$ cat config.mk
export PLATFORM = sky130hd
export DESIGN_NAME = wb_top
export DESIGN_NICKNAME = d
export VERILOG_FILES = /design/src/wb_pkg.sv /design/src/mem_wb_if.sv /design/src/wb_csr_if.sv /design/src/csr_file.sv /design/src/wb_stage.sv /design/src/reg_file.sv /design/src/wb_top.sv
export SDC_FILE = /design/constraint.sdc
export NUM_CORES = 2
export LEC_CHECK = 0
export BUFFER_PORTS_ARGS = -buffer_cell sky130_fd_sc_hd__buf_2
export CAP_MARGIN = 25
export CORE_ASPECT_RATIO = 2
export CORE_MARGIN = 4
export CORE_UTILIZATION = 40
export CTS_BUF_LIST = sky130_fd_sc_hd__clkbuf_8
export DETAILED_ROUTE_END_ITERATION = 10
export HOLD_SLACK_MARGIN = 0.08
export MAX_ROUTING_LAYER = met4
export PLACE_DENSITY_LB_ADDON = 0.1
export SYNTH_ARGS = -nofsm -noshare
export SYNTH_HDL_FRONTEND = slang
export SYNTH_HIERARCHICAL = 1
export SYNTH_SLANG_ARGS = --single-unit
$ cat constraint.sdc
create_clock -name clk -period 5.38 [get_ports clk]
set_input_delay 0.807 -clock clk [delete_from_list [all_inputs] [get_ports clk]]
set_output_delay 0.807 -clock clk [all_outputs]
set_load 0.02 [all_outputs]
$ cat src/wb_pkg.sv
package wb_pkg;

    // datapath widths
    localparam int xlen      = 32;
    localparam int csr_num_w = 14;
    localparam int rf_addr_w = 5;
    localparam int ecode_w   = 6;

    // csr addresses
    localparam logic [csr_num_w-1:0] csr_crmd   = 14'h0;
    localparam logic [csr_num_w-1:0] csr_prmd   = 14'h1;
    localparam logic [csr_num_w-1:0] csr_ecfg   = 14'h4;
    localparam logic [csr_num_w-1:0] csr_estat  = 14'h5;
    localparam logic [csr_num_w-1:0] csr_era    = 14'h6;
    localparam logic [csr_num_w-1:0] csr_badv   = 14'h7;
    localparam logic [csr_num_w-1:0] csr_eentry = 14'hc;
    localparam logic [csr_num_w-1:0] csr_save0  = 14'h30;
    localparam logic [csr_num_w-1:0] csr_save1  = 14'h31;
    localparam logic [csr_num_w-1:0] csr_save2  = 14'h32;
    localparam logic [csr_num_w-1:0] csr_save3  = 14'h33;
    localparam logic [csr_num_w-1:0] csr_tcfg   = 14'h41;
    localparam logic [csr_num_w-1:0] csr_tval   = 14'h42;
    localparam logic [csr_num_w-1:0] csr_ticlr  = 14'h44;

    // exception codes
    localparam logic [ecode_w-1:0] ecode_int = 6'h0;
    localparam logic [ecode_w-1:0] ecode_ade = 6'h8;
    localparam logic [ecode_w-1:0] ecode_ale = 6'h9;
    localparam logic [ecode_w-1:0] ecode_sys = 6'hb;
    localparam logic [ecode_w-1:0] ecode_brk = 6'hc;
    localparam logic [ecode_w-1:0] ecode_ine = 6'hd;

    // exception flag vector, one bit per cause
    localparam int excp_w    = 5;
    localparam int excp_adef = 0;
    localparam int excp_ine  = 1;
    localparam int excp_sys  = 2;
    localparam int excp_brk  = 3;
    localparam int excp_ale  = 4;

    // crmd fields, prmd uses the same layout
    localparam int crmd_plv = 0;
    localparam int crmd_ie  = 2;

    // timer line in estat.is
    localparam int estat_is_timer = 11;

    // tcfg fields
    localparam int tcfg_en       = 0;
    localparam int tcfg_periodic = 1;
    localparam int tcfg_initval  = 2;

endpackage

$ cat src/mem_wb_if.sv
`timescale 1ns/1ps

interface mem_wb_if import wb_pkg::*; ();

    logic                 valid;
    logic                 allowin;
    logic                 rf_we;
    logic [rf_addr_w-1:0] rf_waddr;
    logic [xlen-1:0]      rf_result;
    logic [xlen-1:0]      pc;
    logic                 res_from_csr;
    logic [csr_num_w-1:0] csr_num;
    logic                 csr_we;
    logic [xlen-1:0]      csr_wmask;
    logic [xlen-1:0]      csr_wvalue;
    logic                 ertn;
    logic [excp_w-1:0]    excp;
    logic [xlen-1:0]      vaddr;

    modport src (
        output valid, rf_we, rf_waddr, rf_result, pc, res_from_csr, csr_num, csr_we,
               csr_wmask, csr_wvalue, ertn, excp, vaddr,
        input  allowin
    );

    modport dst (
        input  valid, rf_we, rf_waddr, rf_result, pc, res_from_csr, csr_num, csr_we,
               csr_wmask, csr_wvalue, ertn, excp, vaddr,
        output allowin
    );

endinterface

$ cat src/wb_csr_if.sv
`timescale 1ns/1ps

interface wb_csr_if import wb_pkg::*; ();

    // stage to csr
    logic [csr_num_w-1:0] csr_num;
    logic                 csr_we;
    logic [xlen-1:0]      csr_wmask;
    logic [xlen-1:0]      csr_wvalue;
    logic                 ertn;
    logic                 ex;
    logic [ecode_w-1:0]   ecode;
    logic [xlen-1:0]      pc;
    logic                 badv_we;
    logic [xlen-1:0]      badv;

    // csr back to stage
    logic [xlen-1:0]      csr_rvalue;
    logic [xlen-1:0]      redirect_pc;
    logic                 has_int;

    modport stage (
        output csr_num, csr_we, csr_wmask, csr_wvalue, ertn, ex, ecode, pc, badv_we, badv,
        input  csr_rvalue, redirect_pc, has_int
    );

    modport csr (
        input  csr_num, csr_we, csr_wmask, csr_wvalue, ertn, ex, ecode, pc, badv_we, badv,
        output csr_rvalue, redirect_pc, has_int
    );

endinterface

$ cat src/csr_file.sv
`timescale 1ns/1ps

module csr_file import wb_pkg::*; (
    input  logic       clk,
    input  logic       resetn,
    input  logic [7:0] hw_int,
    input  logic       ipi_int,
    wb_csr_if.csr      csr
);

    logic [1:0]         cur_plv;
    logic               cur_ie;
    logic [1:0]         prmd_pplv;
    logic               prmd_pie;
    logic [12:0]        ecfg_lie;
    logic [12:0]        estat_is;
    logic [ecode_w-1:0] estat_ecode;
    logic [xlen-1:0]    era;
    logic [xlen-1:0]    badv;
    logic [xlen-1:0]    eentry;
    logic [xlen-1:0]    save0;
    logic [xlen-1:0]    save1;
    logic [xlen-1:0]    save2;
    logic [xlen-1:0]    save3;
    logic [xlen-1:0]    tcfg;
    logic [xlen-1:0]    tval;

    logic [xlen-1:0]    rvalue;
    logic [xlen-1:0]    merged;
    logic               wr_crmd;
    logic               wr_prmd;
    logic               wr_ecfg;
    logic               wr_estat;
    logic               wr_tcfg;
    logic               ticlr_clr;
    logic               timer_fire;

    // read mux, also the base for masked writes
    always_comb begin
        case (csr.csr_num)
            csr_crmd:   rvalue = {29'b0, cur_ie, cur_plv};
            csr_prmd:   rvalue = {29'b0, prmd_pie, prmd_pplv};
            csr_ecfg:   rvalue = {19'b0, ecfg_lie};
            csr_estat:  rvalue = {10'b0, estat_ecode, 3'b0, estat_is};
            csr_era:    rvalue = era;
            csr_badv:   rvalue = badv;
            csr_eentry: rvalue = eentry;
            csr_save0:  rvalue = save0;
            csr_save1:  rvalue = save1;
            csr_save2:  rvalue = save2;
            csr_save3:  rvalue = save3;
            csr_tcfg:   rvalue = tcfg;
            csr_tval:   rvalue = tval;
            default:    rvalue = '0;
        endcase
    end

    assign csr.csr_rvalue = rvalue;
    assign merged = (rvalue & ~csr.csr_wmask) | (csr.csr_wvalue & csr.csr_wmask);

    assign wr_crmd  = csr.csr_we && (csr.csr_num == csr_crmd);
    assign wr_prmd  = csr.csr_we && (csr.csr_num == csr_prmd);
    assign wr_ecfg  = csr.csr_we && (csr.csr_num == csr_ecfg);
    assign wr_estat = csr.csr_we && (csr.csr_num == csr_estat);
    assign wr_tcfg  = csr.csr_we && (csr.csr_num == csr_tcfg);
    // ticlr reads as zero, so the merge leaves just the written bit
    assign ticlr_clr = csr.csr_we && (csr.csr_num == csr_ticlr) && merged[0];

    assign timer_fire = tcfg[tcfg_en] && !wr_tcfg && (tval == 32'd1);

    always_ff @(posedge clk) begin
        if (!resetn) begin
            cur_plv   <= 2'd0;
            cur_ie    <= 1'b0;
            prmd_pplv <= 2'd0;
            prmd_pie  <= 1'b0;
        end else if (csr.ex) begin
            prmd_pplv <= cur_plv;
            prmd_pie  <= cur_ie;
            cur_plv   <= 2'd0;
            cur_ie    <= 1'b0;
        end else if (csr.ertn) begin
            cur_plv <= prmd_pplv;
            cur_ie  <= prmd_pie;
        end else begin
            if (wr_crmd) begin
                cur_plv <= merged[crmd_plv +: 2];
                cur_ie  <= merged[crmd_ie];
            end
            if (wr_prmd) begin
                prmd_pplv <= merged[crmd_plv +: 2];
                prmd_pie  <= merged[crmd_ie];
            end
        end
    end

    // lie bit 10 is reserved
    always_ff @(posedge clk) begin
        if (!resetn) begin
            ecfg_lie <= '0;
        end else if (wr_ecfg) begin
            ecfg_lie <= {merged[12:11], 1'b0, merged[9:0]};
        end
    end

    always_ff @(posedge clk) begin
        if (!resetn) begin
            estat_is    <= '0;
            estat_ecode <= '0;
        end else begin
            estat_is[9:2] <= hw_int;
            estat_is[12]  <= ipi_int;
            // only the two software lines are writable
            if (wr_estat) begin
                estat_is[1:0] <= merged[1:0];
            end
            if (timer_fire) begin
                estat_is[estat_is_timer] <= 1'b1;
            end else if (ticlr_clr) begin
                estat_is[estat_is_timer] <= 1'b0;
            end
            if (csr.ex) begin
                estat_ecode <= csr.ecode;
            end
        end
    end

    always_ff @(posedge clk) begin
        if (!resetn) begin
            era    <= '0;
            badv   <= '0;
            eentry <= '0;
            save0  <= '0;
            save1  <= '0;
            save2  <= '0;
            save3  <= '0;
        end else begin
            if (csr.ex) begin
                era <= csr.pc;
            end else if (csr.csr_we && csr.csr_num == csr_era) begin
                era <= merged;
            end
            if (csr.badv_we) begin
                badv <= csr.badv;
            end else if (csr.csr_we && csr.csr_num == csr_badv) begin
                badv <= merged;
            end
            // entry is 64-byte aligned
            if (csr.csr_we && csr.csr_num == csr_eentry) begin
                eentry <= {merged[xlen-1:6], 6'b0};
            end
            if (csr.csr_we && csr.csr_num == csr_save0) save0 <= merged;
            if (csr.csr_we && csr.csr_num == csr_save1) save1 <= merged;
            if (csr.csr_we && csr.csr_num == csr_save2) save2 <= merged;
            if (csr.csr_we && csr.csr_num == csr_save3) save3 <= merged;
        end
    end

    // count-down timer, stops at zero unless periodic
    always_ff @(posedge clk) begin
        if (!resetn) begin
            tcfg <= '0;
            tval <= '0;
        end else if (wr_tcfg) begin
            tcfg <= merged;
            tval <= {merged[xlen-1:tcfg_initval], {tcfg_initval{1'b0}}};
        end else if (tcfg[tcfg_en]) begin
            if (tval != '0) begin
                tval <= tval - 1'b1;
            end else if (tcfg[tcfg_periodic]) begin
                tval <= {tcfg[xlen-1:tcfg_initval], {tcfg_initval{1'b0}}};
            end
        end
    end

    assign csr.has_int     = cur_ie && (|(estat_is & ecfg_lie));
    assign csr.redirect_pc = csr.ex ? eentry : era;

endmodule

$ cat src/wb_stage.sv
`timescale 1ns/1ps

module wb_stage import wb_pkg::*; (
    input  logic                 clk,
    input  logic                 resetn,
    mem_wb_if.dst                mem,
    wb_csr_if.stage              csr,
    output logic                 rf_we,
    output logic [rf_addr_w-1:0] rf_waddr,
    output logic [xlen-1:0]      rf_wdata,
    output logic [xlen-1:0]      debug_wb_pc,
    output logic [3:0]           debug_wb_rf_we,
    output logic [rf_addr_w-1:0] debug_wb_rf_wnum,
    output logic [xlen-1:0]      debug_wb_rf_wdata,
    output logic                 wb_flush
);

    logic                 wb_valid;
    logic                 ready_go;
    logic                 allowin;
    logic                 wb_rf_we;
    logic [rf_addr_w-1:0] wb_rf_waddr;
    logic [xlen-1:0]      wb_rf_result;
    logic [xlen-1:0]      wb_pc;
    logic                 wb_res_from_csr;
    logic [csr_num_w-1:0] wb_csr_num;
    logic                 wb_csr_we;
    logic [xlen-1:0]      wb_csr_wmask;
    logic [xlen-1:0]      wb_csr_wvalue;
    logic                 wb_ertn;
    logic [excp_w-1:0]    wb_excp;
    logic [xlen-1:0]      wb_vaddr;
    logic                 cause;
    logic [ecode_w-1:0]   ecode;

    assign ready_go    = 1'b1;
    assign allowin     = !wb_valid || ready_go;
    assign mem.allowin = allowin;

    always_ff @(posedge clk) begin
        if (!resetn) begin
            wb_valid <= 1'b0;
        end else if (allowin) begin
            wb_valid <= mem.valid;
        end
    end

    always_ff @(posedge clk) begin
        if (mem.valid && allowin) begin
            wb_rf_we        <= mem.rf_we;
            wb_rf_waddr     <= mem.rf_waddr;
            wb_rf_result    <= mem.rf_result;
            wb_pc           <= mem.pc;
            wb_res_from_csr <= mem.res_from_csr;
            wb_csr_num      <= mem.csr_num;
            wb_csr_we       <= mem.csr_we;
            wb_csr_wmask    <= mem.csr_wmask;
            wb_csr_wvalue   <= mem.csr_wvalue;
            wb_ertn         <= mem.ertn;
            wb_excp         <= mem.excp;
            wb_vaddr        <= mem.vaddr;
        end
    end

    // pending interrupt is taken on the retiring instruction
    assign cause = csr.has_int || (|wb_excp);

    // fixed priority, interrupt first
    always_comb begin
        if (csr.has_int)                ecode = ecode_int;
        else if (wb_excp[excp_adef])    ecode = ecode_ade;
        else if (wb_excp[excp_ine])     ecode = ecode_ine;
        else if (wb_excp[excp_sys])     ecode = ecode_sys;
        else if (wb_excp[excp_brk])     ecode = ecode_brk;
        else if (wb_excp[excp_ale])     ecode = ecode_ale;
        else                            ecode = ecode_int;
    end

    assign csr.csr_num    = wb_csr_num;
    assign csr.csr_we     = wb_valid && wb_csr_we && !cause;
    assign csr.csr_wmask  = wb_csr_wmask;
    assign csr.csr_wvalue = wb_csr_wvalue;
    assign csr.ertn       = wb_valid && wb_ertn;
    assign csr.ex         = wb_valid && cause;
    assign csr.ecode      = ecode;
    assign csr.pc         = wb_pc;
    assign csr.badv_we    = csr.ex && (ecode == ecode_ade || ecode == ecode_ale);
    assign csr.badv       = (ecode == ecode_ade) ? wb_pc : wb_vaddr;

    assign rf_we    = wb_valid && wb_rf_we && !cause;
    assign rf_waddr = wb_rf_waddr;
    assign rf_wdata = wb_res_from_csr ? csr.csr_rvalue : wb_rf_result;

    assign wb_flush = csr.ex || csr.ertn;

    assign debug_wb_pc       = wb_pc;
    assign debug_wb_rf_we    = {4{rf_we}};
    assign debug_wb_rf_wnum  = wb_rf_waddr;
    assign debug_wb_rf_wdata = rf_wdata;

endmodule

$ cat src/reg_file.sv
`timescale 1ns/1ps

module reg_file import wb_pkg::*; (
    input  logic                 clk,
    input  logic                 we,
    input  logic [rf_addr_w-1:0] waddr,
    input  logic [xlen-1:0]      wdata,
    input  logic [rf_addr_w-1:0] raddr,
    output logic [xlen-1:0]      rdata
);

    logic [xlen-1:0] regs [2**rf_addr_w];

    // r0 is never written
    always_ff @(posedge clk) begin
        if (we && waddr != '0) begin
            regs[waddr] <= wdata;
        end
    end

    assign rdata = (raddr == '0) ? '0 : regs[raddr];

endmodule

$ cat src/wb_top.sv
`timescale 1ns/1ps

module wb_top import wb_pkg::*; (
    input  logic                 clk,
    input  logic                 resetn,
    input  logic                 mem_valid,
    input  logic                 mem_rf_we,
    input  logic [rf_addr_w-1:0] mem_rf_waddr,
    input  logic [xlen-1:0]      mem_rf_result,
    input  logic [xlen-1:0]      mem_pc,
    input  logic                 mem_res_from_csr,
    input  logic [csr_num_w-1:0] mem_csr_num,
    input  logic                 mem_csr_we,
    input  logic [xlen-1:0]      mem_csr_wmask,
    input  logic [xlen-1:0]      mem_csr_wvalue,
    input  logic                 mem_ertn,
    input  logic [excp_w-1:0]    mem_excp,
    input  logic [xlen-1:0]      mem_vaddr,
    input  logic [7:0]           hw_int,
    input  logic                 ipi_int,
    input  logic [rf_addr_w-1:0] rf_raddr,
    output logic                 wb_allowin,
    output logic [xlen-1:0]      rf_rdata,
    output logic [xlen-1:0]      debug_wb_pc,
    output logic [3:0]           debug_wb_rf_we,
    output logic [rf_addr_w-1:0] debug_wb_rf_wnum,
    output logic [xlen-1:0]      debug_wb_rf_wdata,
    output logic                 wb_flush,
    output logic [xlen-1:0]      redirect_pc,
    output logic                 has_int
);

    logic                 rf_we;
    logic [rf_addr_w-1:0] rf_waddr;
    logic [xlen-1:0]      rf_wdata;

    mem_wb_if mem_if ();
    wb_csr_if csr_if ();

    // memory-side fields onto the bus
    assign mem_if.valid        = mem_valid;
    assign mem_if.rf_we        = mem_rf_we;
    assign mem_if.rf_waddr     = mem_rf_waddr;
    assign mem_if.rf_result    = mem_rf_result;
    assign mem_if.pc           = mem_pc;
    assign mem_if.res_from_csr = mem_res_from_csr;
    assign mem_if.csr_num      = mem_csr_num;
    assign mem_if.csr_we       = mem_csr_we;
    assign mem_if.csr_wmask    = mem_csr_wmask;
    assign mem_if.csr_wvalue   = mem_csr_wvalue;
    assign mem_if.ertn         = mem_ertn;
    assign mem_if.excp         = mem_excp;
    assign mem_if.vaddr        = mem_vaddr;
    assign wb_allowin          = mem_if.allowin;

    assign redirect_pc = csr_if.redirect_pc;
    assign has_int     = csr_if.has_int;

    wb_stage i_wb_stage (
        .clk               (clk),
        .resetn            (resetn),
        .mem               (mem_if.dst),
        .csr               (csr_if.stage),
        .rf_we             (rf_we),
        .rf_waddr          (rf_waddr),
        .rf_wdata          (rf_wdata),
        .debug_wb_pc       (debug_wb_pc),
        .debug_wb_rf_we    (debug_wb_rf_we),
        .debug_wb_rf_wnum  (debug_wb_rf_wnum),
        .debug_wb_rf_wdata (debug_wb_rf_wdata),
        .wb_flush          (wb_flush)
    );

    csr_file i_csr_file (
        .clk     (clk),
        .resetn  (resetn),
        .hw_int  (hw_int),
        .ipi_int (ipi_int),
        .csr     (csr_if.csr)
    );

    reg_file i_reg_file (
        .clk   (clk),
        .we    (rf_we),
        .waddr (rf_waddr),
        .wdata (rf_wdata),
        .raddr (rf_raddr),
        .rdata (rf_rdata)
    );

endmodule

==> flow_metrics.tcl <==
set metrics [dict create \
    outcome "finished, violations left" \
    violations "negative setup slack" \
    yosys_warnings 6 \
    cp_common_cell "buf_4" \
    regArea_um2 42800 \
    grt_pass1_wl_um 372000 \
    synth_top_cell_by_area "edfxtp_1" \
    drtIter0Drc 4198 \
    drt-total-wl_um 272000 \
    ys_seq_area_share_pct 66.3 \
    synth.ff_latch_count 1531 \
    wl_met1_um 89600 \
    r2r_end "i_csr_file/ecfg_lie[12]$_SDFFE_PN0P_" \
    place_area_um2 69800 \
    grt_max_degree 138 \
    rrSetupSlack_ns 0.96 \
    synth_most_common_cell "edfxtp_1" \
    grt_antenna_before_repair 12 \
    htree_levels 4 \
    cts_tree "done" \
    netlist_area_um2 64500 \
    ios 345 \
    netSwitchingFraction_pct 25.2 \
    cp_top_family "simple AND/OR/NAND/NOR gates" \
    cap_viol_max_count 0 \
    grt_overflow 0 \
    p_leak_nw 24.9 \
    worstPathMaxFanout 20 \
    relSlewSlack_pct 27.1 \
    rsz0062_at_grt "false" \
    antenna_left 0 \
    globalplace.congestion 1.05 \
    wire_per_inst_um 36.4 \
    critPathKind "register to output port" \
    crit_buf_inv 3 \
    highest_layer "met4" \
    std_cell_rows 208 \
    report.final.hold_viol_count 0 \
    dp_hpwl_um 185000 \
    hold_path.class "input port to register" \
    cp_cell_sequence "buf_4 -> buf_4 -> or4_1 -> nor4_4 -> a222oi_1 -> nand4_1 -> mux2_2 -> buf_2" \
    fin_crit_sh_pct 100 \
    grt_pass1_vias 46100 \
    stdcell_area_um2 75900 \
    synth.distinct_cells 107 \
    end_kind "output port" \
    insertion_delay_ns 0.95 \
    crit_path_start_kind "register" \
    p_comb_share_pct 8.1 \
    layout-drive-gt1-share_pct 24.6 \
    vias 45300 \
    netlist_instances 4521 \
    switchingPower_w 0.00602 \
    seqPwrFrac_pct 55.0 \
    start_util_pct 40.2 \
    cp.arrival_ns 4.59 \
    p_int_w 0.0179 \
    io_buffers 343 \
    cts_buffers 223 \
    cp_num_cells 8 \
    period_minus_slack_ns 5.40 \
    cts_root_buffer "clkbuf_8" \
    nFillCells 14200 \
    cp_slowest_cell "nand4_1" \
    reg2reg_depth 10 \
    power_density_nw_per_um2 315 \
    rr_startpoint "i_csr_file/ecfg_lie[9]$_SDFFE_PN0P_" \
    critPathLaunch "i_wb_stage/csr.csr_num[0]$_DFFE_PP_" \
    tns_ns -0.0206 \
    core-area_um2 161000 \
    routed-wl-met3_um 14000 \
    cts_max_path_buffers 4 \
    max-vdd-ir-drop_uv 217 \
    cp-endpoint "debug_wb_rf_wdata[22]" \
    stdcell_count 7480 \
    cp_data_required_time_ns 4.57 \
    nNetsFinal 5405 \
    layout_setup_ws_ns -0.0206 \
    met2WireLength_um 142000 \
    area_growth_pct 17.7 \
    multi_input_area_um2 20100 \
    clock-sinks 1531 \
    chipWidth_um 292 \
    synth_top_area_share_pct 56.4 \
    worst_pin_slew_ns 1.09 \
    via_per_inst 6.05 \
    drtPass1Iterations 7 \
    synth_area_leaders "edfxtp_1 (56%), dfxtp_1 (9.9%), mux4_2 (4.5%)" \
    crit_path_max_incr_delay_ns 0.74 \
    slew_violations 0 \
    synth-edff-count 1212 \
    finClkSkew_ns 0.0782 \
    grt_usage_pct 32.7 \
    ys_top_cells_by_count "edfxtp_1 (1,212), nand2_1 (355), dfxtp_1 (319)" \
    clkPwrFrac_pct 36.9 \
    clk_pin_slew_ns 0.08 \
    finalSetupViolCount 1 \
    numPlacedInstances 6870 \
    synth_ff_type "edfxtp_1" \
    ys_async_sr_fraction_pct 0 \
    die_h_um 576 \
    drc 0 \
    synth.avg_cell_area_um2 14.3 \
    dieArea_um2 168000 \
    clock.fmax_mhz 185 \
]
-- worst min-delay path by stage --
stage | cells after the start | to | from | slack, ns
after floorplan | 2 | i_csr_file/save0[11]$_SDFFE_PN0P_ | i_csr_file/save0[11]$_SDFFE_PN0P_ | 0.43
after global placement | 2 | i_csr_file/save3[11]$_SDFFE_PN0P_ | i_csr_file/save3[11]$_SDFFE_PN0P_ | 0.43
after detailed placement | 2 | i_csr_file/save3[11]$_SDFFE_PN0P_ | i_csr_file/save3[11]$_SDFFE_PN0P_ | 0.44
after CTS | 1 | i_wb_stage/csr.csr_num[5]$_DFFE_PP_ | mem_csr_num[5] | 0.12
after global routing | 1 | i_wb_stage/csr.csr_num[5]$_DFFE_PP_ | mem_csr_num[5] | 0.15
final | 1 | i_wb_stage/csr.csr_num[5]$_DFFE_PP_ | mem_csr_num[5] | 0.18
-- per-stage QoR --
stage | hold WS [ns] | setup slack (ns) | power (W) | utilization [%]
2_1_floorplan | 0.427 | 1.03 | 0.0144 | -
3_3_place_gp | 0.435 | 0.550 | 0.0152 | 43.4
3_5_place_dp | 0.444 | 0.988 | 0.0152 | 43.5
4_1_cts | 0.125 | 0.0165 | 0.0241 | 47.2
5_1_grt | 0.150 | 0.0166 | 0.0247 | 47.3
6_report | 0.181 | -0.0206 | 0.0239 | 47.3
-- worst register-to-register path, delay by kind of cell (launching register included) --
family / cells / cell delay, ns
AOI/OAI and AO/OA: 5 / 2.06
and+or+nand+nor: 2 / 1.09
DFF: 1 / 0.39
buffers and inverters: 3 / 0.81
-- cell families (layout without fill, tap and decap cells) --
family	Yosys count	after routing	share of synthesized area, %
muxes	550	550	11.3
adders and majority gates	2	2	0.0388
AOI/OAI and AO/OA	967	967	10.3
xor gates and xnor gates	1	1	0.0136
buffers and inverters	442	1253	3.50
other	3	51	0.0175
and+or+nand+nor	1025	1025	8.46
DFF	1531	1531	66.3
-- routing by layer --
metal	track usage, %	vias up
met5	-	-
met4	25.5	0
met3	4.72	928
met2	57.4	2099
met1	32.3	23100
li1	-	19200
-- area by class of cell --
cell class	instances	share of cell area (%)
clock buffers	231	4.19
multi-input cells	2580	26.5
flip-flops and latches	1531	56.3
clock inverters	160	1.10
repair buffers	838	8.26
diodes	16	0.0527
well taps	2100	3.46
inverters	24	0.122
-- sequential cells by signal, indices dropped and copies added (netlist names), 5 cells and up --
register                     flops
i_reg_file/regs               1024
i_csr_file/badv                 32
i_csr_file/era                  32
i_csr_file/save0                32
i_csr_file/save1                32
i_csr_file/save2                32
i_csr_file/save3                32
i_csr_file/tcfg                 32
i_csr_file/tval                 32
i_wb_stage/csr.csr_wmask        32
i_wb_stage/csr.csr_wvalue       32
i_wb_stage/csr.pc               32
i_wb_stage/wb_rf_result         32
i_wb_stage/wb_vaddr             32
i_csr_file/eentry               26
i_wb_stage/csr.csr_num          14
i_csr_file/ecfg_lie             12
i_csr_file/estat_is             12
i_csr_file/estat_ecode           6
i_wb_stage/debug_wb_rf_wnum      5
i_wb_stage/wb_excp               5
-- power groups by stage --
stage / Sequential [W] / Combinational, W / Clock [W]
2_1_floorplan: 0.0133 / 0.00104 / 0
3_5_place_dp: 0.0134 / 0.00182 / 0
6_report: 0.0132 / 0.00195 / 0.00883
4_1_cts: 0.0132 / 0.00193 / 0.00905
5_1_grt: 0.0132 / 0.00203 / 0.00953
3_3_place_gp: 0.0134 / 0.00180 / 0
-- placed cells by master (no fill, tap or decap), types with 33 or more instances in the layout --
master,n
a21oi_1,251
dlygate4sd3_1,194
mux2_2,135
nor2_1,83
o21ai_0,125
a211oi_1,52
buf_2,339
edfxtp_1,1212
clkbuf_8,231
dfxtp_1,319
inv_1,94
buf_4,273
nand4_1,74
o211ai_1,97
mux2i_1,282
conb_1,35
o221ai_1,67
a221oi_1,41
nand2_1,355
nand3_1,151
nor2_4,33
a22oi_1,90
mux4_2,130
clkinv_1,47
-- repair_timing --
action	4_1_cts	5_1_grt
endpoints found under the setup margin	2	8
setup buffers	0	5
hold buffers	194	0
pin swaps	0	3
resized for setup	1	6
endpoints found under the hold margin	194	0
Note: power is estimated with default switching activity, not from simulation.
